==> src/source/mfifo_ram.sv <==
/*
 * Single-port-pair RAM with one write and one registered read per cycle.
 * Read data appears one cycle after rdEn; it serves as data and pointer RAM.
 */
`timescale 1ns/1ps

module mfifo_ram #(
  parameter int Width = 8,
  parameter int Depth = 16
) (
  input  logic                     clk,
  input  logic                     wrEn,
  input  logic [$clog2(Depth)-1:0] wrAddr,
  input  logic [Width-1:0]         wrData,
  input  logic                     rdEn,
  input  logic [$clog2(Depth)-1:0] rdAddr,
  output logic [Width-1:0]         rdData
);

  logic [Width-1:0] mem [Depth];

  always_ff @(posedge clk) begin
    if (wrEn) begin
      mem[wrAddr] <= wrData;
    end
  end

  // Read data holds its value between reads
  always_ff @(posedge clk) begin
    if (rdEn) begin
      rdData <= mem[rdAddr];
    end
  end

endmodule

==> config.mk <==
export PLATFORM = sky130hd
export DESIGN_NAME = mfifo_ram
export DESIGN_NICKNAME = d
export VERILOG_FILES = /design/src/source/mfifo_ram.sv
export SDC_FILE = /design/constraint.sdc
export NUM_CORES = 1
export LEC_CHECK = 0
export ABC_AREA = 0
export BUFFER_PORTS_ARGS = -buffer_cell sky130_fd_sc_hd__buf_4
export CAP_MARGIN = 20
export CORE_MARGIN = 2
export CORE_UTILIZATION = 45
export CTS_CLUSTER_SIZE = 16
export DETAILED_ROUTE_END_ITERATION = 16
export GPL_ROUTABILITY_DRIVEN = 0
export SYNTH_ARGS = -nofsm -noshare
export SYNTH_HDL_FRONTEND = slang
export SYNTH_SLANG_ARGS = --single-unit
==> constraint.sdc <==
create_clock -name clk -period 1.92 [get_ports clk]
set_input_delay 0.096 -clock clk [delete_from_list [all_inputs] [get_ports clk]]
set_output_delay 0.096 -clock clk [all_outputs]
set_load 0.01 [all_outputs]
# Word level (Yosys, flattened, before mapping)
# Memory sizes are Yosys's and may differ from the RTL's. A register that Yosys moved wholly into a read port is not among the register bits.
# Index checks and enable logic that the tools add are counted.
# totals
mem_bits_rw	128
output_inout_bits	8
regBits	0
memories	1
inputBits	19
# op_classes
n_mux	2
# mem_list
name	words	word_bits	rd	rd_ports_with_merged_regs	wr	line	rtl
mem	16	8	1	1	1	20	logic [Width-1:0] mem [Depth];
# ops
op	count
$mux 1	2

# Longest topological paths before layout
# Gate-level depths: netlist of the first run.
# depth
word_depth	2
ltp_mapped	5
ltp_nobuf	3

# Worst setup path before layout of the first run
# OpenSTA, ideal clock, no wires.
# synth_path
path_kind	in2reg
start	input wrAddr[2]
end	memory mem[0][0] (enable)
slack_ns	0.331
required_ns	1.537
path_stages	2
arrival_ns	1.206
setup_ns	0.383
cell_sequence	or3b_2 > nor3_1
# synth_lines
item	line	rtl
from (decl)	13	input logic [$clog2(Depth)-1:0] wrAddr,
to (decl)	20	
# No word-level cell before the write port.

==> out/qor.csv, run 1 <==
metric,value,unit
result_of_the_run,completed,
netlist_cell_types,18,
dp_slack,209,ps
core,11400,sq um
route.vias.total,2446,
crit_path_top_delay_cell,sky130_fd_sc_hd__mux4_2,
layout.cells.most_common,sky130_fd_sc_hd__edfxtp_1,
final_max_slew_viol_count,0,
r2r_slack,380,ps
hold_viol,0,
yosys_register_bits,136,
fin_crit_sh,80.3,%
global_route.overflow_total,0,
timing.max_slew.rel_slack,74.5,%
antenna_violating_nets_post_route,0,
cpPeakStageDelay,470,ps
path_cells,"mux4_2, a22oi_1, nand2_1",
static-leakage-power,2.12,nW
final_nets,311,
synthesis.yosys.warnings,0,
grt_pass1_vias,2599,
hpwlAfterDp,6.36,mm
fin_crit,1540,ps
placed_cell_area,5720,sq um
grt_setup_unrepaired,no,
mostFrequentLayoutCells,"sky130_fd_sc_hd__edfxtp_1 (136), sky130_fd_sc_hd__buf_4 (45), sky130_fd_sc_hd__mux4_2 (18)",
detail_route.first_pass.iterations,4,
cellPowerDensity,1020,nW/um^2
route.detailed.vias_per_inst,5.48,
violation_count_after_the_first_detailed_route_iteration,176,
cts-root-to-sink-buffers,2,
largest_net_degree_at_the_start_of_global_routing,17,
tightest_pin_transition,383,ps
n_fill_cell,868,
clock-sinks,136,
synth_area_per_cell,22.8,sq um
ff_latch_area,4080,sq um
power.total,6.36,mW
fin_hold_ws,8.41,ps
total_wirelength,9.50,mm
critPathBufInv,0,
cp_top_family,multiplexers,
critPathLaunch,mem[3][7],
r2r_cells,3,
worstSetupEndpointType,flip-flop,
htreeDepth,4,
areaGrowthSynthToFinish,19.7,%
antenna_found_initial,0,
timing.hold.worst.class,in -> reg,
netlist.area_leader.share,78.1,%
fp.dieArea,12500,sq um
cts_setup_buffers,0,
tritoncts,yes,
crit_path_max_fanout,1,
antennaDiodeCount,0,
syn-instance-count,229,
fmaxAchievable,648,MHz
post_route_cells_drive_above_1_share,28.7,%
worst_ep_arrival_time,1670,ps
number_of_max_cap_violations,0,
worstSetupStartpointType,flip-flop,
floorplan.die.height,112,microns
vdd.ir_drop.worst,0.654,mV
grt_first_pass_wirelength,15.0,mm
final.setup.tns,0,ps
core.rowCount,39,
wl_per_cell,21.3,microns
crit-reg2reg-launch,mem[3][7],
reg_to_reg_critical_path_endpoint,rdData[7],
fin_ws,378,ps
final_design_area_no_fill,6260,sq um
timing.critical_path.depth,3,
cts_hold_buffers,6,
synth_area_leader_cell,sky130_fd_sc_hd__edfxtp_1,
cts_resized,0,
start_util,46.0,%
timing_worst_setup_path_type,reg -> reg,
grt_util_all_layers,16.7,%
floorplan.die.width,112,microns
yosysSeqAreaShare,78.1,%
io-pin-count,27,
drcViolationCount,0,
synth.area.top_cells,"sky130_fd_sc_hd__edfxtp_1 (78%), sky130_fd_sc_hd__mux4_2 (7.8%), sky130_fd_sc_hd__mux4_1 (7.0%)",
critical_path_required,2050,ps
mappedNetlistArea,5230,sq um
worst_hold_path.num_cells,1,
setup_viol,0,
crit_path_end,rdData[7],
cts_root_buffer,sky130_fd_sc_hd__clkbuf_16,
fin_skew,8.66,ps
insertion_delay,410,ps
clk_transition_reported_paths,50,ps
synthesis.nets,248,
multiInputGateArea,1060,sq um
cts_inserted_buffers,17,
number_of_port_buffers,26,
[registers in the layout, summed over array words and instances, names as in the netlist]
| name | cells |
|---|---|
| rdData | 8 |
| mem | 128 |
[report_power, final]
part / total, mW / leakage (nW) / switching [mW] / internal [mW]
logic: 0.339 / 0.650 / 0.175 / 0.164
clock network: 2.65 / 0.235 / 1.05 / 1.60
registers: 3.37 / 1.24 / 0.0170 / 3.35
total: 6.36 / 2.12 / 1.24 / 5.11
[metrics by stage]
stage,instances,util [%]
after floorplan,229,-
after global placement,410,50.3
final,446,55.0
after detailed placement,410,50.3
after global routing,446,55.0
after CTS,446,55.0
[worst min-delay path by stage]
| stage | startpoint | end | slack, ps |
|---|---|---|---|
| floorplan | wrData[0] | mem[0][0] | 190 |
| global placement | wrData[3] | mem[12][3] | 400 |
| detailed placement | wrData[3] | mem[12][3] | 410 |
| CTS | wrData[7] | mem[11][7] | 4 |
| global route | wrData[7] | mem[9][7] | 20 |
| finish | wrData[7] | mem[13][7] | 8 |
[cells in the mapped netlist]
cell	number
sky130_fd_sc_hd__mux4_1	14
sky130_fd_sc_hd__buf_2	3
sky130_fd_sc_hd__clkdlybuf4s25_2	3
sky130_fd_sc_hd__nand2b_1	2
sky130_fd_sc_hd__buf_6	3
sky130_fd_sc_hd__nor2b_1	1
sky130_fd_sc_hd__nand3b_1	2
sky130_fd_sc_hd__nand2_1	9
sky130_fd_sc_hd__or3b_2	1
sky130_fd_sc_hd__edfxtp_1	136
sky130_fd_sc_hd__buf_4	1
sky130_fd_sc_hd__nor2_1	13
sky130_fd_sc_hd__and2_1	1
sky130_fd_sc_hd__mux4_2	18
sky130_fd_sc_hd__a22oi_1	16
sky130_fd_sc_hd__nand3_1	1
sky130_fd_sc_hd__and2b_1	1
sky130_fd_sc_hd__nor3_1	4
[cell families after synthesis]
logic type / synth area share, %
DFF: 78.1
and+or+nand+nor: 3.14
muxes: 14.8
AOI/OAI and AO/OA: 2.30
buffers and inverters: 1.65
[per-layer routing]
layer	part of all wire, %	track usage (%)
met3	5.1	4.84
met1	42	21.6
met4	1.2	7.16
met2	51	26.8
met5	0	0
[layout make-up]
cell class	instances	area share (%)
clock buffer	22	7.10
clock inverter	8	0.540
tap	143	2.86
timing repair buffer	54	7.32
multi-input combinational	83	16.9
sequential	136	65.3
[worst reg2reg max path, cell delays in order, from the launching register on]
cell	delay (ps)
sky130_fd_sc_hd__edfxtp_1	350
sky130_fd_sc_hd__mux4_2	470
sky130_fd_sc_hd__a22oi_1	280
sky130_fd_sc_hd__nand2_1	170
Note: power is estimated with default switching activity, not from simulation.
==> run 2: changes to the inputs <==
Clock period 1.92 ns to 1.4 ns, I/O delays scaled along.
==> run 2 against run 1 <==
Wire length grew 2.4%. Die area is the same. First-iteration DRC count shrank 12%. Register-to-register slack lost 380 ps. Clock skew grew 2.3 ps. Sequential cell count is the same. Clock power grew 76%. Maximum frequency grew 9.7%. Non-clock buffer count grew 4. Total power grew 54%. Final area grew 3.3%. The run now ends with negative setup slack left.
==> out/qor.csv, run 2 (synthesized netlist as in run 1, its figures left out) <==
metric,value,unit
timing.critical_path.depth,3,
fp.dieArea,12500,sq um
grt_first_pass_wirelength,14.9,mm
fin_ws,-5.97,ps
regMostFlops,mem,
number_of_port_buffers,26,
global_route.overflow_total,0,
timing_worst_setup_path_type,reg -> reg,
critPathBufInv,0,
fmaxAchievable,711,MHz
floorplan.die.height,112,microns
cts_setup_buffers,0,
layout.cells.most_common,sky130_fd_sc_hd__edfxtp_1,
tightest_pin_transition,889,ps
fin_crit,1410,ps
post_route_cells_drive_above_1_share,38.0,%
static-leakage-power,2.17,nW
final_design_area_no_fill,6460,sq um
antennaDiodeCount,0,
crit_path_top_delay_cell,sky130_fd_sc_hd__mux4_2,
timing.hold.worst_endpoint,mem[0][4],
largest_net_degree_at_the_start_of_global_routing,20,
drcViolationCount,0,
route.vias.total,2459,
fin_skew,10.9,ps
clock-sinks,136,
cts_root_buffer,sky130_fd_sc_hd__clkbuf_16,
io-pin-count,27,
insertion_delay,410,ps
met2_usage,25.1,%
core.rowCount,39,
areaGrowthSynthToFinish,23.6,%
number_of_max_cap_violations,0,
power.net_switching,1.83,mW
final.setup.tns,-5.97,ps
critPathLaunch,mem[10][6],
htreeDepth,4,
antenna_violating_nets_post_route,0,
worst_ep_arrival_time,1560,ps
power.total,9.79,mW
total_wirelength,9.72,mm
fin_crit_sh,100,%
hpwlAfterDp,6.42,mm
final_nets,315,
violations,negative setup slack,
clk_transition_reported_paths,60,ps
reg_to_reg_critical_path_endpoint,rdData[6],
route.detailed.vias_per_inst,5.45,
globalRoute.busiestLayer,met2,
dp_slack,-266,ps
cp_top_family,multiplexers,
worstSetupStartpointType,flip-flop,
crit-reg2reg-launch,mem[10][6],
final_max_slew_viol_count,0,
grt_util_all_layers,16.6,%
worst_hold_path.num_cells,3,
r2r_cells,3,
cts-root-to-sink-buffers,2,
grt_setup_unrepaired,yes,
cellPowerDensity,1520,nW/um^2
cts_inserted_buffers,17,
detail_route.first_pass.iterations,4,
mostFrequentLayoutCells,"sky130_fd_sc_hd__edfxtp_1 (136), sky130_fd_sc_hd__buf_4 (46), sky130_fd_sc_hd__mux4_2 (28)",
grt_pass1_vias,2516,
ff_latch_area,4080,sq um
timing.max_slew.rel_slack,40.5,%
setup_viol,1,
r2r_slack,-6,ps
path_cells,"mux4_2, a22oi_2, nand2_1",
floorplan.die.width,112,microns
placed_cell_area,5730,sq um
n_fill_cell,849,
antenna_found_initial,0,
critical_path_required,1550,ps
power_frac_clock,47.7,%
cellInternalPower,7.96,mW
power.sequential.fraction,47.1,%
largest_register_ffs,128,
reg_top3,"mem: 128 flops, rdData: 8 flops",
violation_count_after_the_first_detailed_route_iteration,155,
sw_ratio,18.7,%
combPwrFrac,5.1,%
multiInputGateArea,1070,sq um
tritoncts,yes,
grt.met1_usage,23.4,%
layout.core_utilization,56.9,%
wl_per_cell,21.6,microns
hold_viol,0,
start_util,46.0,%
met3_track_demand_over_resource,3.81,%
timing.hold.worst.class,in -> reg,
cpPeakStageDelay,480,ps
crit_path_max_fanout,1,
worstSetupEndpointType,flip-flop,
min_from,wrAddr[0],
result_of_the_run,"complete, but fails checks",
core,11400,sq um
vdd.ir_drop.worst,0.865,mV
==> run 2: worst max path at each step <==
stage	endpoint	slack, ps
2_1_floorplan	rdData[1]	50
3_3_place_gp	rdData[5]	-250
3_5_place_dp	rdData[4]	-270
4_1_cts	rdData[6]	-20
5_1_grt	rdData[6]	-70
6_report	rdData[6]	-6
==> run 2: power groups by stage <==
stage / logic (mW) / clock network [mW] / registers, mW
2_1_floorplan: 0.232 / 0 / 4.70
3_3_place_gp: 0.463 / 0 / 4.70
3_5_place_dp: 0.468 / 0 / 4.70
4_1_cts: 0.511 / 4.76 / 4.62
5_1_grt: 0.545 / 4.95 / 4.62
6_report: 0.503 / 4.67 / 4.62
==> run 2: cell type report <==
class | count | area share [%]
repair buffers | 58 | 7.67
multi-input cells | 83 | 16.6
clock inverters | 14 | 3.17
flip-flops and latches | 136 | 63.2
well taps | 143 | 2.77
clock buffers | 17 | 6.58
==> run 2: metal layers <==
layer,wire [microns],up-vias
met5,0,-
met4,132,0
met3,424,13
met2,4720,65
met1,4440,1273
li1,-,1108
==> run 2: tightest hold or removal path, delay by kind of cell <==
family,cells,cell delay [ps]
AND/OR/NAND/NOR,1,50
buffers and inverters,2,290
==> run 2: repair_timing <==
action	CTS	global route
endpoints found under the hold margin	136	0
endpoints found under the setup margin	8	8
hold buffers	9	0
pin swaps	6	2
resized for setup	15	5
==> run 2: per-stage QoR <==
stage	std cells	hold WS (ps)
floorplan	229	169
global placement	411	381
detailed placement	411	380
CTS	451	173
global route	451	187
finish	451	182
