`src/source/mfifo_defs.svh`:
```
/*
 * Sizing macros for the shared-storage multi-FIFO.
 * Included by the package and by every module that sizes ports by FIFO count.
 */
`ifndef MFIFO_DEFS_SVH
`define MFIFO_DEFS_SVH

// Number of logical FIFOs sharing the storage
`define MFIFO_NUM_FIFOS 4
// Total entries in the shared data and pointer RAMs
`define MFIFO_DEPTH 16
// Payload width of one data word
`define MFIFO_WIDTH 8

// Widths derived from the sizes above
`define MFIFO_ADDR_W 4
`define MFIFO_ID_W 2
// Wide enough to hold a count of MFIFO_DEPTH itself
`define MFIFO_COUNT_W 5

`endif

```
`src/source/mfifo_pkg.sv`:
```
/*
 * Shared types for the multi-FIFO: entry addresses, FIFO IDs, data words,
 * counts and the pop-side staging slot states.
 */
`include "mfifo_defs.svh"

package mfifo_pkg;

  typedef logic [`MFIFO_ADDR_W-1:0] addrT;
  typedef logic [`MFIFO_ID_W-1:0] fifoIdT;
  typedef logic [`MFIFO_WIDTH-1:0] dataT;
  typedef logic [`MFIFO_COUNT_W-1:0] countT;

  // A slot is refilled by a data RAM read, so it waits one cycle in slotFill
  typedef enum logic [1:0] {
    slotEmpty,
    slotFill,
    slotFull
  } slotStateT;

endpackage

```
`src/source/mfifo_free_list.sv`:
```
/*
 * Free-entry tracker for the shared storage.
 * Offers the lowest free address combinationally and takes freed entries
 * back one clock later.
 */
`timescale 1ns/1ps
`include "mfifo_defs.svh"

module mfifo_free_list (
  input  logic               clk,
  input  logic               rstN,
  input  logic               allocValid,
  input  logic               deallocValid,
  input  mfifo_pkg::addrT    deallocEntry,
  output mfifo_pkg::addrT    allocEntry,
  output logic               empty
);

  // One bit per entry, set while the entry holds no data
  logic [`MFIFO_DEPTH-1:0] freeMask;

  // Scan from the top down so the lowest set bit wins
  always_comb begin
    allocEntry = '0;
    for (int i = `MFIFO_DEPTH - 1; i >= 0; i--) begin
      if (freeMask[i]) begin
        allocEntry = mfifo_pkg::addrT'(i);
      end
    end
  end

  assign empty = ~|freeMask;

  // Allocation and deallocation never touch the same entry in one cycle,
  // since an allocated entry is free and a freed entry is in use
  always_ff @(posedge clk or negedge rstN) begin
    if (!rstN) begin
      freeMask <= '1;
    end else begin
      if (allocValid) begin
        freeMask[allocEntry] <= 1'b0;
      end
      if (deallocValid) begin
        freeMask[deallocEntry] <= 1'b1;
      end
    end
  end

endmodule

```
`config.mk`:
```
export PLATFORM = sky130hd
export DESIGN_NAME = mfifo_free_list
export DESIGN_NICKNAME = d
export VERILOG_FILES = /design/src/source/mfifo_pkg.sv /design/src/source/mfifo_free_list.sv
export VERILOG_INCLUDE_DIRS = /design/src /design/src/source
export SDC_FILE = /design/constraint.sdc
export NUM_CORES = 1
export LEC_CHECK = 0
export ABC_AREA = 1
export BUFFER_PORTS_ARGS = -buffer_cell sky130_fd_sc_hd__buf_4
export CAP_MARGIN = 10
export CORE_AREA = 2 2 50 52
export CTS_CLUSTER_SIZE = 24
export DETAILED_ROUTE_END_ITERATION = 7
export DIE_AREA = 0 0 52 54
export PLACE_DENSITY = 0.72
export SETUP_SLACK_MARGIN = 0.2
export SLEW_MARGIN = 20
export SYNTH_ARGS = -nofsm -noshare
export SYNTH_HDL_FRONTEND = slang
export SYNTH_SLANG_ARGS = --single-unit
```
`constraint.sdc`:
```
create_clock -name clk -period 5.01 [get_ports clk]
set_clock_uncertainty 0.05 [all_clocks]
set_input_delay 0.2505 -clock clk [delete_from_list [all_inputs] [get_ports clk]]
set_output_delay 0.2505 -clock clk [all_outputs]
set_load 0.05 [all_outputs]
```
# [Yosys cells after proc, flatten, opt, wreduce, memory -nomap -nowiden]
# Index checks and enable logic that the tools add are counted.
[word_totals] regBits=16 latchBits=0 ram_bits=0 mem_bits_ro=0 in_bits=8 output_inout_bits=5 wordCells=34 n_memories=0
[classes] n_addsub=0 mul=0 div_mod_pow=0 magnitude_cmp=4 eq_ne=0 shifts=0 muxes=22 n_bitwise=3 n_reduce_logical=4
[op_table] op="$mux 4" count=16
[op_table] op="$mux 16" count=2
[op_table] op="$and 16x16->16" count=1
[op_table] op="$not 16->16" count=1
[op_table] op="$or 16x16->16" count=1
[op_table] op="$reduce_or 16->1" count=1
[op_table] op="$lt 4x5->1 const B" count=2
[op_table] op="$demux 1 s4" count=2
[op_table] op="$ge 4x1->1 const B" count=2
[op_table] op="$logic_and 1x1->1" count=2
[op_table] op="$mux 1" count=2
[op_table] op="$logic_not 1->1" count=1

# [Logic depth before layout (Yosys ltp)]
[logic_depth] depth_word=25 mapped_depth=19 depth_no_buf=19

# [Worst setup path after synthesis]
# Ideal clock, no wire load.
[synth_path] path_type="reg-to-output" start="reg freeMask[14]" end="out empty" arrival_ns=1.794 t_required_ns=4.709 slack_ns=2.916 stages_incl_launch_ff=6 n_path_buf=0 path_cell_list="dfstp_2 inv_1 nand2_1 nor3_1 nand2_1 nor3_1"
[synth_between] elab_chain_len=2
[synth_lines] item="start: declaration" line="mfifo_free_list.sv:20" source="logic [`MFIFO_DEPTH-1:0] freeMask;"
[synth_lines] item="start signal: assignment" line="mfifo_free_list.sv:38" source="freeMask <= '1;"
[synth_lines] item="start signal: indexed assignment" line="mfifo_free_list.sv:41" source="freeMask[allocEntry] <= 1'b0;"
[synth_lines] item="start signal: indexed assignment" line="mfifo_free_list.sv:44" source="freeMask[deallocEntry] <= 1'b1;"
[synth_lines] item="$reduce_or 16->1" line="mfifo_free_list.sv:32" source="assign empty = ~|freeMask;"
[synth_lines] item="$logic_not 1->1" line="mfifo_free_list.sv:32"
[synth_lines] item="end: declaration" line="mfifo_free_list.sv:16" source="output logic empty"
# Every way passes these cells.

# [Worst setup path after layout]
[layout_path] start="reg freeMask[14]" end="out allocEntry[0]"
[layout_between] elab_chain_len=15
[layout_lines] item="$mux 4 (15 in series)" line="mfifo_free_list.sv:26" source="if (freeMask[i]) begin"
[layout_lines] item="end: declaration" line="mfifo_free_list.sv:15" source="output mfifo_pkg::addrT allocEntry,"
# Every way passes these cells.

==> run_summary.xml <==
<?xml version="1.0" encoding="UTF-8"?>
<metrics>
  <group name="sta">
    <metric name="timing.fmax" unit="MHz">447</metric>
    <metric name="finalHoldViolCount" unit="">0</metric>
    <metric name="worst_slew_pin_slew" unit="ns">0.413</metric>
    <metric name="unrepaired_setup_endpoints_after_global_routing" unit="">false</metric>
    <metric name="setup_tns" unit="ns">0</metric>
    <metric name="postLayoutSetupSlackWorst" unit="ns">2.77</metric>
    <metric name="slew-limit-headroom" unit="%">72.3</metric>
    <metric name="finalSetupViolCount" unit="">0</metric>
    <metric name="finalMaxSlewViolations" unit="">0</metric>
    <metric name="min_period" unit="ns">2.24</metric>
    <metric name="period_share" unit="%">44.6</metric>
  </group>
  <group name="detailed_routing">
    <metric name="avgRoutedWirePerCell" unit="um">12.2</metric>
    <metric name="totalWireLength" unit="um">2410</metric>
    <metric name="final_antenna_net_count" unit="">0</metric>
    <metric name="vias" unit="">983</metric>
    <metric name="drt-pass1-iter-count" unit="">4</metric>
    <metric name="vias_per_cell" unit="">4.99</metric>
    <metric name="initialDrtViolationCount" unit="">19</metric>
    <metric name="count_of_unresolved_drc_violations_after_routing" unit="">0</metric>
  </group>
  <group name="logic_synthesis">
    <metric name="synthesis.area_per_instance" unit="sq um">7.24</metric>
    <metric name="number_of_storage_elements_in_the_synthesis_netlist" unit="">16</metric>
    <metric name="netlist-cell-type-count" unit="">25</metric>
    <metric name="yosysWarningCount" unit="">0</metric>
    <metric name="synth_fp_nets" unit="">160</metric>
    <metric name="asyncSetResetFlopFracSynth" unit="%">100</metric>
    <metric name="synth_top_area_cell" unit="">sky130_fd_sc_hd__dfstp_2</metric>
    <metric name="synth_top_cell_area_share" unit="%">38.2</metric>
    <metric name="synth-main-ff-cell" unit="">sky130_fd_sc_hd__dfstp_2</metric>
    <metric name="syn_inst" unit="">152</metric>
    <metric name="synth_area" unit="sq um">1100</metric>
    <metric name="synth_area_leaders" unit="">sky130_fd_sc_hd__dfstp_2 38%, sky130_fd_sc_hd__nand2_1 16%, sky130_fd_sc_hd__inv_1 7.5%</metric>
    <metric name="seq_area_frac_synth" unit="%">38.2</metric>
    <metric name="synth_enable_flop_cells" unit="">0</metric>
  </group>
  <group name="clock_network">
    <metric name="cts_repair_resize_count" unit="">0</metric>
    <metric name="cts_buffers" unit="">3</metric>
    <metric name="worstSkewPairLatency" unit="ns">0.28</metric>
    <metric name="h_tree_lvl_count" unit="">1</metric>
    <metric name="clock_sinks" unit="">16</metric>
    <metric name="tritoncts" unit="">built</metric>
    <metric name="cts.path.max_buffers" unit="">2</metric>
    <metric name="cts.clk_slew.worst_paths" unit="ns">0.09</metric>
    <metric name="clockRootBuffer" unit="">sky130_fd_sc_hd__clkbuf_4</metric>
  </group>
  <group name="setup_path">
    <metric name="critical_path_arrival" unit="ns">1.94</metric>
    <metric name="cp_data_required_time" unit="ns">4.71</metric>
    <metric name="end_kind" unit="">output pin</metric>
    <metric name="worst-setup-path-type" unit="">flop to output pin</metric>
    <metric name="worst-path-max-fanout" unit="">6</metric>
    <metric name="start_kind" unit="">flop</metric>
    <metric name="worst_reg2reg_path_depth" unit="">13</metric>
  </group>
  <group name="grt">
    <metric name="antenna_found_initial" unit="">0</metric>
    <metric name="grt_overflow_total" unit="">0</metric>
    <metric name="grt_max_degree" unit="">17</metric>
    <metric name="grtUsageTotal" unit="%">20.2</metric>
    <metric name="grt_pass1_wl" unit="um">4110</metric>
    <metric name="grt_pass1_vias" unit="">958</metric>
  </group>
  <group name="layout">
    <metric name="largest_register_ff_count" unit="">16</metric>
    <metric name="top_register" unit="">freeMask</metric>
    <metric name="area_growth_syn_to_layout" unit="%">14.2</metric>
    <metric name="drive_gt1_share" unit="%">32.3</metric>
    <metric name="final_cells" unit="">197</metric>
    <metric name="reg_top3" unit="">freeMask: 16 flops</metric>
    <metric name="nets" unit="">177</metric>
    <metric name="diodes" unit="">0</metric>
  </group>
  <group name="power_and_ir_drop">
    <metric name="p_leak" unit="nW">0.623</metric>
    <metric name="intPower" unit="uW">404</metric>
    <metric name="power.net_switching" unit="uW">445</metric>
    <metric name="ir_worst_vdd" unit="uV">382</metric>
    <metric name="seq_power_share" unit="%">31.8</metric>
    <metric name="clock_power_share" unit="%">8.0</metric>
    <metric name="share_comb_of_total_power" unit="%">60.2</metric>
    <metric name="power_density" unit="nW/um^2">676</metric>
    <metric name="power_switching_share" unit="%">52.4</metric>
  </group>
  <group name="floorplan">
    <metric name="std_cell_rows" unit="">18</metric>
    <metric name="core_area" unit="sq um">2320</metric>
    <metric name="io-pin-count" unit="">13</metric>
    <metric name="floorplan.die_area" unit="sq um">2810</metric>
    <metric name="floorplan.initialDensity" unit="%">47.4</metric>
    <metric name="floorplan.die.height" unit="um">54</metric>
    <metric name="die_width" unit="um">52</metric>
  </group>
  <group name="placement">
    <metric name="numPlacedInstances" unit="">193</metric>
    <metric name="detailedPlacementHpwl" unit="um">1980</metric>
    <metric name="place_congestion" unit="">0.823</metric>
    <metric name="preCtsSetupSlack" unit="ns">3.08</metric>
    <metric name="numPortBuffers" unit="">12</metric>
  </group>
  <group name="flow_run">
    <metric name="max_cap_violations" unit="">0</metric>
  </group>
  <group name="min_path">
    <metric name="hold_path_class" unit="">input pin to flop</metric>
    <metric name="min_delay_path_depth" unit="">2</metric>
  </group>
  <group name="status">
    <metric name="outcome" unit="">complete, no violations</metric>
  </group>
</metrics>
[cells by family after synthesis]
logic type / share of synthesized area [%]
buf+inv: 11.3
flops: 38.2
compound gates: 6.48
simple gates: 44.0
[per-stage QoR]
stage / util (%) / instance area (sq um) / hold WS, ns / total power, mW
finish: 54.2 / 1260 / 0.0699 / 0.849
global route: 54.2 / 1260 / 0.0604 / 0.916
CTS: 54.2 / 1260 / 0.0651 / 0.853
detailed placement: 52.8 / 1220 / 0.299 / 0.782
global placement: 52.8 / 1220 / 0.293 / 0.766
floorplan: - / 1100 / 0.0527 / 0.664
[cell usage after synthesis, types with 2 or more instances]
cell type	instances
sky130_fd_sc_hd__nand2_1	46
sky130_fd_sc_hd__o22ai_1	2
sky130_fd_sc_hd__o21ai_1	3
sky130_fd_sc_hd__inv_2	6
sky130_fd_sc_hd__nand2_4	3
sky130_fd_sc_hd__nand2_2	3
sky130_fd_sc_hd__inv_1	22
sky130_fd_sc_hd__dfstp_2	16
sky130_fd_sc_hd__nor2_1	9
sky130_fd_sc_hd__nor2_2	2
sky130_fd_sc_hd__nor3_1	6
sky130_fd_sc_hd__nand3_1	15
sky130_fd_sc_hd__nand3_2	2
sky130_fd_sc_hd__o31ai_1	3
sky130_fd_sc_hd__nand4_1	4
[critical path: stages, from the launching register on]
cell                      delay, ns
sky130_fd_sc_hd__dfstp_2       0.54
sky130_fd_sc_hd__inv_1         0.05
sky130_fd_sc_hd__nand2_1       0.05
sky130_fd_sc_hd__nand2_1       0.05
sky130_fd_sc_hd__nand2_1       0.05
sky130_fd_sc_hd__nand2_1       0.04
sky130_fd_sc_hd__nand2_1       0.05
sky130_fd_sc_hd__nand2_1       0.04
sky130_fd_sc_hd__nand2_1       0.06
sky130_fd_sc_hd__nand2_1       0.05
sky130_fd_sc_hd__nand2_1       0.05
sky130_fd_sc_hd__nand2_1       0.04
sky130_fd_sc_hd__nand2_1       0.06
sky130_fd_sc_hd__nand2_2       0.07
sky130_fd_sc_hd__nand2_4       0.10
sky130_fd_sc_hd__nand2_4       0.07
sky130_fd_sc_hd__nand2_4       0.08
sky130_fd_sc_hd__inv_1         0.04
sky130_fd_sc_hd__buf_4         0.18
[path summary, 6_finish.rpt]
check	startpoint	endpoint	slack [ns]
worst max-delay path	freeMask[14]$_DFF_PN1_	allocEntry[0]	2.77
worst min-delay path	deallocEntry[2]	freeMask[10]$_DFF_PN1_	0.07
worst max register to register	freeMask[14]$_DFF_PN1_	freeMask[3]$_DFF_PN1_	3.18
worst min register to register	freeMask[7]$_DFF_PN1_	freeMask[7]$_DFF_PN1_	0.41
max in group asynchronous	rstN	freeMask[5]$_DFF_PN1_	4.36
min in group asynchronous	rstN	freeMask[8]$_DFF_PN1_	0.52
[timing repair]
action	in CTS	in global routing
buffers inserted	0	0
hold endpoints to repair	16	0
hold buffers	1	0
[placed cells by master, fill, tap and decap left out]
cell type	count
sky130_fd_sc_hd__nand2_1	46
sky130_fd_sc_hd__inv_1	22
sky130_fd_sc_hd__dfstp_2	16
sky130_fd_sc_hd__nand3_1	15
sky130_fd_sc_hd__buf_4	12
sky130_fd_sc_hd__nor2_1	9
sky130_fd_sc_hd__inv_2	6
sky130_fd_sc_hd__nor3_1	6
sky130_fd_sc_hd__nand4_1	4
sky130_fd_sc_hd__nand2_2	3
sky130_fd_sc_hd__nand2_4	3
sky130_fd_sc_hd__o21ai_1	3
sky130_fd_sc_hd__o31ai_1	3
sky130_fd_sc_hd__clkbuf_4	3
sky130_fd_sc_hd__nand3_2	2
sky130_fd_sc_hd__nor2_2	2
sky130_fd_sc_hd__o22ai_1	2
sky130_fd_sc_hd__clkinv_2	1
sky130_fd_sc_hd__inv_4	1
sky130_fd_sc_hd__nand3_4	1
sky130_fd_sc_hd__nor4_4	1
sky130_fd_sc_hd__nand4_2	1
sky130_fd_sc_hd__a21oi_4	1
sky130_fd_sc_hd__clkinv_1	1
sky130_fd_sc_hd__nor2_4	1
sky130_fd_sc_hd__o21ai_0	1
sky130_fd_sc_hd__dlygate4sd3_1	1
[metal layers]
layer	GRT usage [%]	share of wire (%)
met5	0	0
met4	8.33	1.1
met3	3.33	3.0
met2	35.2	51
met1	24.6	45
[layout make-up]
cell class / count / area [sq um]
timing repair buffer: 13 / 100
multi-input combinational: 104 / 556
tap: 30 / 37.5
sequential: 16 / 420
clock buffer: 3 / 22.5
inverter: 31 / 120
fill: 232 / 1060
[power groups by stage]
stage	logic (mW)	clock network (mW)	registers (mW)
final	0.511	0.0676	0.270
after global routing	0.560	0.0754	0.280
after CTS	0.514	0.0689	0.270
after detailed placement	0.511	0	0.271
after global placement	0.498	0	0.268
after floorplan	0.407	0	0.257
No activity file was read; power rests on OpenSTA's default activity.
