==> src/source/mfifo_defs.svh <==
/*
 * Sizing macros for the shared-storage multi-FIFO.
 * Included by the package and by every module that sizes ports by FIFO count.
 */
`ifndef MFIFO_DEFS_SVH
`define MFIFO_DEFS_SVH

// Number of logical FIFOs sharing the storage
`define MFIFO_NUM_FIFOS 4
// Total entries in the shared data and pointer RAMs
`define MFIFO_DEPTH 16
// Payload width of one data word
`define MFIFO_WIDTH 8

// Widths derived from the sizes above
`define MFIFO_ADDR_W 4
`define MFIFO_ID_W 2
// Wide enough to hold a count of MFIFO_DEPTH itself
`define MFIFO_COUNT_W 5

`endif

==> src/source/mfifo_pkg.sv <==
/*
 * Shared types for the multi-FIFO: entry addresses, FIFO IDs, data words,
 * counts and the pop-side staging slot states.
 */
`include "mfifo_defs.svh"

package mfifo_pkg;

  typedef logic [`MFIFO_ADDR_W-1:0] addrT;
  typedef logic [`MFIFO_ID_W-1:0] fifoIdT;
  typedef logic [`MFIFO_WIDTH-1:0] dataT;
  typedef logic [`MFIFO_COUNT_W-1:0] countT;

  // A slot is refilled by a data RAM read, so it waits one cycle in slotFill
  typedef enum logic [1:0] {
    slotEmpty,
    slotFill,
    slotFull
  } slotStateT;

endpackage

==> src/source/mfifo_push_ctrl.sv <==
/*
 * Push side of the multi-FIFO: credit release toward the sender,
 * entry allocation, data RAM write and the new-tail announcement.
 * Credits leave one per cycle until the sender and storage hold all offered entries.
 */
`timescale 1ns/1ps
`include "mfifo_defs.svh"

module mfifo_push_ctrl (
  input  logic               clk,
  input  logic               rstN,
  input  logic               pushValid,
  input  mfifo_pkg::fifoIdT  pushFifoId,
  input  mfifo_pkg::dataT    pushData,
  input  logic               pushCreditStall,
  input  mfifo_pkg::countT   creditWithhold,
  input  logic               deallocValid,
  input  logic               freeEmpty,
  input  mfifo_pkg::addrT    allocEntry,
  output logic               pushCredit,
  output logic               pushFull,
  output logic               allocValid,
  output logic               dataWrEn,
  output mfifo_pkg::addrT    dataWrAddr,
  output mfifo_pkg::dataT    dataWrData,
  output logic               tailValid,
  output mfifo_pkg::fifoIdT  tailFifoId,
  output mfifo_pkg::addrT    tailEntry
);

  // Credits handed out and not yet returned through a deallocation.
  // A push moves a credit from the sender into an entry, so it leaves this unchanged
  mfifo_pkg::countT creditIssued;
  // One bit wider so withheld plus issued cannot wrap
  logic [`MFIFO_COUNT_W:0] creditUsed;
  logic creditOpen;
  logic creditGrant;

  assign creditUsed  = {1'b0, creditWithhold} + {1'b0, creditIssued};
  assign creditOpen  = creditUsed < (`MFIFO_COUNT_W + 1)'(`MFIFO_DEPTH);
  assign creditGrant = creditOpen && !pushCreditStall;

  always_ff @(posedge clk or negedge rstN) begin
    if (!rstN) begin
      creditIssued <= '0;
      pushCredit   <= 1'b0;
    end else begin
      pushCredit <= creditGrant;
      case ({creditGrant, deallocValid})
        2'b10:   creditIssued <= creditIssued + 1'b1;
        2'b01:   creditIssued <= creditIssued - 1'b1;
        default: creditIssued <= creditIssued;
      endcase
    end
  end

  // The sender only pushes on a credit, so the free list should never be empty here.
  // The guard keeps a misbehaving sender from corrupting the free list
  assign allocValid = pushValid && !freeEmpty;
  assign pushFull   = freeEmpty;

  // Data goes straight into the entry the free list offers this cycle
  assign dataWrEn   = allocValid;
  assign dataWrAddr = allocEntry;
  assign dataWrData = pushData;

  // The pointer manager sees the new entry one edge after the write
  always_ff @(posedge clk or negedge rstN) begin
    if (!rstN) begin
      tailValid <= 1'b0;
    end else begin
      tailValid <= allocValid;
    end
  end

  always_ff @(posedge clk) begin
    if (allocValid) begin
      tailFifoId <= pushFifoId;
      tailEntry  <= allocEntry;
    end
  end

endmodule

==> config.mk <==
export PLATFORM = sky130hd
export DESIGN_NAME = mfifo_push_ctrl
export DESIGN_NICKNAME = d
export VERILOG_FILES = /design/src/source/mfifo_pkg.sv /design/src/source/mfifo_push_ctrl.sv
export VERILOG_INCLUDE_DIRS = /design/src /design/src/source
export SDC_FILE = /design/constraint.sdc
export NUM_CORES = 1
export LEC_CHECK = 0
export BUFFER_PORTS_ARGS = -buffer_cell sky130_fd_sc_hd__buf_2
export CORE_UTILIZATION = 45
export CTS_BUF_LIST = sky130_fd_sc_hd__clkbuf_16
export DETAILED_ROUTE_END_ITERATION = 8
export PLACE_DENSITY = 0.9
export SYNTH_ARGS = -nofsm -noshare
export SYNTH_HDL_FRONTEND = slang
export SYNTH_SLANG_ARGS = --single-unit
==> constraint.sdc <==
create_clock -name clk -period 8.7 [get_ports clk]
set_clock_uncertainty 0.15 [all_clocks]
set_input_delay 0.435 -clock clk [delete_from_list [all_inputs] [get_ports clk]]
set_output_delay 0.435 -clock clk [all_outputs]
set_load 0.05 [all_outputs]
After elaboration in Yosys (flattened, before gate mapping) --
Index checks and enable logic that the tools add are counted.
Storage, ports and cells: flip-flop bits (word level) 13, bits in latches 0, bits in writable memories 0, bits in read-only memories 0, input port bits 25, output and inout bits 23, word-level logic and storage cells 17, memories 0
Cells by class: $add $sub $neg 3, multiply operators 0, divide/modulo/power cells 0, magnitude comparators 1, equal/unequal tests 2, shift operators 0, multiplexer cells 1, bitwise logic cells 0, reduce and logical (&&, ||, !) cells 5
Operators by type and width (count):
- 5-bit case mux with 2 select lines | 1
- 5-bit by 5-bit adder with 6-bit output | 1
- 6-bit by 5-bit less-than comparator with 1-bit output, second input constant | 1
- 5-bit by 1-bit adder with 5-bit output, second input constant | 1
- 5-bit by 1-bit subtractor with 5-bit output, second input constant | 1
- 2-bit by 1-bit equality test with 1-bit output, second input constant | 1
- 2-bit equality test, second input constant | 1
- 1-bit logical AND | 2
- 1-bit zero test | 2
- 2-bit nonzero test | 1

Depth between registers and ports, before layout --
Gate-level depths: netlist (run 1).
depth after elaboration 5, depth in mapped cells 9, mapped depth without buffers 9

Worst setup path before layout (run 1) --
OpenSTA, ideal clock, no wires.
path type input -> register, start point input creditWithhold[1], end point register creditIssued[4], setup time 0.131 ns, data arrival time 2.511 ns, required time 8.419 ns, setup slack 5.908 ns, stages on the path 9, buffers on the path 0, cells stage by stage ha_1 a31o_2 a21oi_1 o21ai_0 ha_1 ha_1 or4b_1 o311ai_1 o211ai_1
Between the ends: word-level cells in the longest chain between the ends 5, elaborated cells on any way between the ends 7, those cells by class 1 x add/sub; 1 x order compare; 2 x eq/ne; 1 x mux; 2 x reduce/logical
RTL lines:
- start: declaration | line mfifo_push_ctrl.sv:16 | input mfifo_pkg::countT creditWithhold,
- 5-bit by 5-bit adder with 6-bit output (*) | line mfifo_push_ctrl.sv:39 | assign creditUsed = {1'b0, creditWithhold} + {1'b0, creditIssued};
- 6-bit by 5-bit less-than comparator with 1-bit output (*) | line mfifo_push_ctrl.sv:40 | assign creditOpen = creditUsed < (`MFIFO_COUNT_W + 1)'(`MFIFO_DEPTH);
- 1-bit logical AND (*) | line mfifo_push_ctrl.sv:41 | assign creditGrant = creditOpen && !pushCreditStall;
- 2-bit by 1-bit equality test with 1-bit output or 2-bit equality test (tied branches) | line mfifo_push_ctrl.sv:49 | case ({creditGrant, deallocValid})
- 5-bit case mux with 2 select lines or 2-bit nonzero test (tied branches)
- end signal: assignment | line mfifo_push_ctrl.sv:50 | 2'b10: creditIssued <= creditIssued + 1'b1;
- end signal: assignment | line mfifo_push_ctrl.sv:51 | 2'b01: creditIssued <= creditIssued - 1'b1;
- end signal: assignment | line mfifo_push_ctrl.sv:52 | default: creditIssued <= creditIssued;
- end: declaration | line mfifo_push_ctrl.sv:33 | mfifo_pkg::countT creditIssued;
Mark *: on every way between the ends. The rest lies on a longest branch, timed or not. A chain may end at the register's enable or synchronous reset.

Worst setup path after layout (run 1) --
start point register creditIssued[1], end point register creditIssued[4]
Between the ends: word-level cells in the longest chain between the ends 5, elaborated cells on any way between the ends 9, those cells by class 3 x add/sub; 1 x order compare; 2 x eq/ne; 1 x mux; 2 x reduce/logical
RTL lines (line):
- 5-bit by 5-bit adder with 6-bit output | mfifo_push_ctrl.sv:39
- 6-bit by 5-bit less-than comparator with 1-bit output | mfifo_push_ctrl.sv:40
- 1-bit logical AND | mfifo_push_ctrl.sv:41
- 2-bit by 1-bit equality test with 1-bit output or 2-bit equality test (tied branches) | mfifo_push_ctrl.sv:49
- 5-bit case mux with 2 select lines or 2-bit nonzero test (tied branches)
Parallel ways exist; a longest one is shown, timed or not.

==> impl_summary.txt, run 1 <==
----------------------------------------------------
[Global route]
  Remaining Overflow, GRT ... 0
  GRT met3 Usage ... 2.45%
  Gr usage total ... 18.3%
  Initial antenna violation count ... 0
  Largest net degree at the start of global routing ... 15
  Global routing usage on met2 ... 33.5%
  Vias in the first global route ... 579
  Met1 GRT Util ... 20.3%
  Most used routing layer in global routing ... met2
  Wire length of the first global-routing pass ... 2.57 mm

[Clock tree]
  Max Buffers Root-to-Sink ... 2
  Clock transition time at the flip-flop clock pins of the worst setup and hold paths ... 0.04 ns
  Gates resized, CTS repair ... 0
  Clock latency of the later-clocked register in the worst-skew pair ... 0.24 ns
  CTS H-Tree Depth ... 1
  Post-CTS setup-driven buffer insertion count ... 0
  Clock tree from TritonCTS ... yes
  Clock buffers created by TritonCTS ... 3
  Sinks on the clock net ... 13
  Root buffer selected by CTS ... clkbuf_16

[Outcome]
  Result of the run ... completed

[STA]
  Min Tclk post-route ... 3.01 ns
  FMAX ... 332 MHz
  Setup violations, final ... 0
  Setup repair after global routing missed its margin ... no
  Share of the cycle needed by the critical path after routing ... 34.6%
  Setup TNS ... 0 ns
  Final Hold Viols ... 0
  Max Transition Viols Final ... 0
  Worst slew margin ... 54.4%
  Least setup slack across all paths after layout ... 5.69 ns
  Measured slew at the worst slew-check pin ... 0.683 ns

[Setup path]
  Worst-path maximum fanout ... 10
  Worst flop-to-flop path startpoint ... creditIssued[1]
  Worst R2R End ... creditIssued[4]
  Arrival time at the worst endpoint ... 3.01 ns
  Setup crit start ... creditIssued[1]
  End point of the critical path ... creditIssued[4]
  Depth of the most critical reg-to-reg path ... 9
  Worst reg2reg setup slack ... 5.69 ns
  Type of origin of the critical path ... register
  Required time of the worst setup path ... 8.70 ns
  Critical path endpoint category ... register
  Startpoint-to-endpoint class of the critical path ... register to register

[Cells and area]
  Antenna fix cells ... 0
  Net count, final ... 126
  Fraction of final layout cells sized beyond drive strength 1 ... 40.7%
  Area added between synthesis and finish ... 20.3%

[Pwr]
  Clock share of power ... 26.2%
  VDD IR max ... 0.121 mV
  Net switching fraction of the power ... 37.3%
  Part of the power in registers ... 30.7%
  Internal cell power ... 0.200 mW
  Static leakage power ... 0.451 nW
  Relative contribution of combinational cells to total power ... 43.1%
  PwrDens ... 330 nW/um^2
  Switching power of the nets ... 0.120 mW

[Detailed routing]
  Average vias per placed instance ... 5.02
  First-iteration detailed-routing DRC count ... 9
  Wire length reported by the detailed router ... 1.64 mm
  DRC violations left ... 0
  Post-detailed-route count of antenna-violating nets ... 0
  Wire length per cell after detailed routing ... 14.3 um
  Count of vias placed by the detailed router ... 577
  Number of detailed-routing iterations run before antenna repair ... 4

[Logic synthesis]
  Largest family of logic cells by synthesized area ... buffers and inverters
  Cell with the most instances after synthesis ... buf_4
  Mux cell area share after synthesis ... 2.79%
  Synthesized Nets ... 104
  Post-synthesis instance total ... 70
  Flop and latch count out of synthesis ... 13
  Netlist area before placement ... 807 um^2
  Area share of the largest cell type after synthesis ... 22.3%
  Xor/xnor cell area share of the yosys netlist ... 2.17%
  Synth top cells by count ... buf_4 (14), ha_1 (8), dfrtp_1 (7), edfxtp_1 (6)
  Flip-flop cell with the highest count after synthesis ... dfrtp_1
  Library cells used by synthesis ... 23
  Share of synthesized area occupied by flip-flops and latches ... 44.0%
  Largest cells by area after synthesis ... edfxtp_1 (22%), dfrtp_1 (22%), buf_4 (13%), ha_1 (12%), nor3b_1 (4.7%)
  Synthesized area per cell ... 11.5 um^2
  Compound-Gate Fraction of Synth Area ... 10.4%
  Number of enable flip-flop cells after synthesis ... 6
  Library cell with the largest summed area after synthesis ... edfxtp_1
  Adder-cell share of the synthesized area ... 14.9%
  Simple-gate share of the synthesized area ... 10.7%
  Fraction of registers with async set/reset ... 53.8%
  Synth Warn # ... 0

[Floorplanning]
  # rows ... 14
  Die Outline Area ... 1970 um^2
  Core region area ... 1590 um^2
  Number of ports placed on the die boundary ... 48
  Height of the die ... 44.4 um
  Initial Utilization ... 50.6%
  Die boundary width ... 44.4 um

[Placement]
  Buffers added on ports ... 31
  Sum of net half-perimeters after detailed placement ... 1.20 mm
  Pre-CTS setup slack ... 5.58 ns
  RD Place Congestion ... 0.734

[Run]
  Max-cap violations ... 0

[Hold path]
  Min-Delay Path Class ... input port to register

----------------------------------------------------
## area by class of cell
class | count | area [um^2]
Clock inverter | 1 | 3.75
Fill cell | 120 | 623
Multi-Input combinational cell | 39 | 330
Inverter | 3 | 11.3
Sequential cell | 13 | 355
Tap cell | 24 | 30.0
Clock buffer | 3 | 75.1
Timing Repair Buffer | 32 | 165
## how the worst min path moves through the flow
stage | start | to | cells past startpoint
floorplan | rstN | creditIssued[0] | 0
detailed placement | rstN | creditIssued[1] | 1
global placement | rstN | creditIssued[4] | 1
global route | pushFifoId[1] | tailFifoId[1] | 1
CTS | pushFifoId[1] | tailFifoId[1] | 1
finish | pushFifoId[1] | tailFifoId[1] | 1
## cell usage in the layout, fill, tap and decap left out, drive strengths merged
master        n
dlygate4sd3   1
a2111o        1
or4b          1
or4           1
buf          31
ha            8
a21oi         5
dfrtp         7
o21ai         3
o21a          1
nor2b         1
a31o          1
clkbuf        3
nor3b         5
mux2          2
inv           4
nor4          1
edfxtp        6
o311ai        1
fa            1
nand3         3
o211ai        1
xnor2         2
nand2         1
## critical path, stage by stage, from the launching register on
cell and delay, ns:
dfrtp_1 0.42, ha_1 0.29, a31o_2 0.23, a21oi_1 0.18, o21ai_0 0.10, ha_1 0.33
fa_1 0.47, a21oi_1 0.23, mux2_2 0.35, o211ai_1 0.17
## flip-flops by register name (all words and copies together), names as in the netlist
| register | cells |
|---|---|
| creditIssued | 5 |
| tailEntry | 4 |
| tailFifoId | 2 |
| pushCredit | 1 |
| tailValid | 1 |
## kinds of logic (layout without fill, tap and decap cells)
kind of cell	count (synthesis)	in the layout
AO/OA/AOI/OAI	13	13
AND/OR/NAND/NOR	13	13
adder cells (fa/ha/maj)	9	9
multiplexers	2	2
buffers and inverters	18	39
flip-flops	13	13
XOR/XNOR	2	2
## power groups by stage
stage | clock network [mW] | logic [mW] | registers (mW)
after floorplan | 0 | 0.107 | 0.107
after global placement | 0 | 0.127 | 0.0974
after detailed placement | 0 | 0.136 | 0.0989
after CTS | 0.0846 | 0.138 | 0.0979
after global routing | 0.0873 | 0.153 | 0.100
final | 0.0837 | 0.138 | 0.0983
## repair_timing
item	in CTS	in global routing
setup endpoints to repair	0	0
hold buffers	1	0
endpoints found under the hold margin	7	0
## routing by layer
layer  vias up  wire [um]
met5         -          0
met2        13        935
met1       279        643
met4         0          0
li1        285          -
met3         0         62
## metrics by stage
step	hold slack (ns)	util (%)	instance area, um^2	total power [mW]	std cells
2_1_floorplan	-0.0106	-	807	0.214	70
3_3_place_gp	0.125	55.3	882	0.225	110
3_5_place_dp	0.131	55.3	882	0.235	110
4_1_cts	0.220	60.9	971	0.321	115
5_1_grt	0.215	60.9	971	0.340	115
6_report	0.221	60.9	971	0.320	115
Note: power is estimated with default switching activity, not from simulation.
==> run 2: changes to the inputs <==
--- a/config.mk
+++ b/config.mk
@@ -7,10 +7,10 @@
 export NUM_CORES = 1
 export LEC_CHECK = 0
 export BUFFER_PORTS_ARGS = -buffer_cell sky130_fd_sc_hd__buf_2
-export CORE_UTILIZATION = 45
+export CORE_UTILIZATION = 42
 export CTS_BUF_LIST = sky130_fd_sc_hd__clkbuf_16
 export DETAILED_ROUTE_END_ITERATION = 8
-export PLACE_DENSITY = 0.9
+export PLACE_DENSITY = 0.85
 export SYNTH_ARGS = -nofsm -noshare
 export SYNTH_HDL_FRONTEND = slang
 export SYNTH_SLANG_ARGS = --single-unit
==> constraint.sdc (replaced) <==
create_clock -name clk -period 2.87 [get_ports clk]
set_clock_uncertainty 0.15 [all_clocks]
set_input_delay 0.1435 -clock clk [delete_from_list [all_inputs] [get_ports clk]]
set_output_delay 0.1435 -clock clk [all_outputs]
set_load 0.05 [all_outputs]
==> impl_summary.txt, run 2 (synthesis results as in run 1) <==
----------------------------------------------------
[Outcome]
  Result of the run ... completed

[Floorplanning]
  Height of the die ... 45.8 um (+3.3%)
  Core region area ... 1760 um^2 (+11%)
  Die boundary width ... 45.8 um (+3.3%)
  # rows ... 15 (+1)
  Die Outline Area ... 2100 um^2 (+6.8%)
  Number of ports placed on the die boundary ... 48 (unchanged)
  Initial Utilization ... 45.7% (-4.9 points)

[Cells and area]
  Fraction of final layout cells sized beyond drive strength 1 ... 44.1% (+3.5 points)
  Area added between synthesis and finish ... 35.5%
  Fill cells ... 142 (+18%)
  Max reg flops ... 5 (unchanged)
  Utilization of the core after routing ... 62.0% (+1.1 points)
  Commonest cells after routing, fill and taps aside ... buf_2 (31), dlygate4sd3_1 (8), dfrtp_1 (7)
  Leading cell type in the layout, fill and taps excluded ... buf_2
  Net count, final ... 137 (+8.7%)
  Antenna fix cells ... 0 (unchanged)
  Regs by FF count ... creditIssued: 5 flops, tailEntry: 4 flops, tailFifoId: 2 flops
  Register with the most flip-flops ... creditIssued

[Detailed routing]
  Number of detailed-routing iterations run before antenna repair ... 4 (unchanged)
  Average vias per placed instance ... 5.10 (+1.7%)
  Post-detailed-route count of antenna-violating nets ... 0 (unchanged)
  Count of vias placed by the detailed router ... 648 (+12%)
  First-iteration detailed-routing DRC count ... 9 (unchanged)
  DRC violations left ... 0 (unchanged)
  Wire length per cell after detailed routing ... 14.8 um (+3.6%)
  Wire length reported by the detailed router ... 1.88 mm (+14%)

[Setup path]
  Worst flop-to-flop path startpoint ... creditIssued[1]
  Critical path endpoint category ... register
  Worst-path maximum fanout ... 5 (-5)
  Setup crit start ... creditIssued[1]
  Startpoint-to-endpoint class of the critical path ... register to register
  Required time of the worst setup path ... 2.88 ns (-5.82 ns)
  Arrival time at the worst endpoint ... 2.72 ns (-0.29 ns)
  Type of origin of the critical path ... register

[Global route]
  Vias in the first global route ... 623 (+7.6%)
  Remaining Overflow, GRT ... 0 (unchanged)
  Largest net degree at the start of global routing ... 14 (-1)
  Wire length of the first global-routing pass ... 2.73 mm (+6.2%)
  Initial antenna violation count ... 0 (unchanged)
  Gr usage total ... 19.7% (+1.4 points)

[STA]
  Setup TNS ... 0 ns (unchanged)
  Max Transition Viols Final ... 0 (unchanged)
  Final Hold Viols ... 0 (unchanged)
  Setup violations, final ... 0 (unchanged)
  Least setup slack across all paths after layout ... 0.161 ns (-5.53 ns)
  Share of the cycle needed by the critical path after routing ... 94.4% (+60 points)
  Measured slew at the worst slew-check pin ... 0.701 ns (+0.0180 ns)
  FMAX ... 369 MHz (+11%)
  Worst slew margin ... 53.2% (-1.2 points)
  Min Tclk post-route ... 2.71 ns (-0.302 ns)

[Clock tree]
  Clock transition time at the flip-flop clock pins of the worst setup and hold paths ... 0.04 ns (about the same)
  Max Buffers Root-to-Sink ... 2 (unchanged)
  Clock buffers created by TritonCTS ... 3 (unchanged)
  Sinks on the clock net ... 13 (unchanged)
  Root buffer selected by CTS ... clkbuf_16
  Clock latency of the later-clocked register in the worst-skew pair ... 0.25 ns (about the same)
  CTS H-Tree Depth ... 1 (unchanged)
  Clock tree from TritonCTS ... yes

[Pwr]
  Part of the power in registers ... 27.8% (-2.9 points)
  Static leakage power ... 0.497 nW (+10%)
  Switching power of the nets ... 0.394 mW (+230%)
  Relative contribution of combinational cells to total power ... 47.0% (+3.9 points)
  Net switching fraction of the power ... 37.5% (+0.13 points)
  PwrDens ... 961 nW/um^2 (+190%)
  Clock share of power ... 25.2% (-1.0 points)
  VDD IR max ... 0.559 mV (+360%)
  Internal cell power ... 0.657 mW (+230%)

[Placement]
  RD Place Congestion ... 0.776 (+5.7%)
  Sum of net half-perimeters after detailed placement ... 1.20 mm (+0.17%)
  Buffers added on ports ... 31 (unchanged)
  Pre-CTS setup slack ... -0.00377 ns (-5.59 ns)

[Run]
  Max-cap violations ... 0 (unchanged)

[Hold path]
  Hold wc startpoint ... freeEmpty
  Min-Delay Path Class ... input port to register

----------------------------------------------------
-- run 2: cell types whose count changed in the layout (fill, tap and decap cells not counted), sizes merged --
cell and change:
dlygate4sd3 +7, buf +4
-- run 2: per-stage QoR --
step | instance area [um^2] | std cells | hold WS (ns) | power (mW)
2_1_floorplan | 807 | 70 | -0.302 | 0.649
3_3_place_gp | 906 | 114 | -0.163 | 0.703
3_5_place_dp | 906 | 114 | -0.166 | 0.730
4_1_cts | 1070 | 126 | 0.0451 | 1.01
5_1_grt | 1090 | 127 | 0.104 | 1.12
6_report | 1090 | 127 | 0.0701 | 1.05
-- run 2: area by class of cell --
type | instances | area (um^2) | share of cell area [%]
Tap cell | 25 | 31.3 | 2.86
Sequential cell | 13 | 355 | 32.5
Clock buffer | 3 | 75.1 | 6.86
Inverter | 3 | 11.3 | 1.03
Multi-Input combinational cell | 39 | 352 | 32.2
Timing Repair Buffer | 43 | 265 | 24.3
Clock inverter | 1 | 3.75 | 0.343
-- run 2: path summary, 6_finish.rpt --
| check | endpoint | slack [ns] | cells past startpoint |
|---|---|---|---|
| hold / removal | tailValid | 0.07 | 2 |
| max in group asynchronous | creditIssued[3] | 2.29 | 2 |
| setup / recovery | creditIssued[4] | 0.16 | 9 |
| setup reg to reg | creditIssued[4] | 0.16 | 9 |
| hold reg to reg | creditIssued[0] | 0.43 | 1 |
| min in group asynchronous | creditIssued[4] | 0.13 | 2 |
-- run 2: layer usage --
layer  GRT usage, %  share of wire, %
met4           13.5               2.8
met2           32.9                54
met5              0                 0
met3           7.54               6.0
met1           20.1                37
-- run 2: what timing repair did --
action,in CTS,in global routing
setup buffers,0,1
hold buffers,8,0
pin swaps,0,1
setup endpoints to repair,1,2
resized for setup,1,5
cloned,0,0
hold endpoints to repair,14,0
-- run 2: power groups by stage --
stage                     clock network [mW]  registers, mW  logic [mW]
after floorplan                            0          0.324       0.325
after global placement                     0          0.289       0.414
after detailed placement                   0          0.290       0.440
after CTS                              0.264          0.288       0.454
after global routing                   0.277          0.299       0.545
final                                  0.265          0.292       0.493
-- run 2: critical path, cell delays in order, from the launching register on --
cell and delay [ns]:
dfrtp_1 0.38, ha_1 0.28, a31o_2 0.23, a21oi_1 0.18
o21ai_1 0.10, ha_2 0.26, fa_2 0.39, a21oi_2 0.16
mux2_2 0.34, o211ai_1 0.18
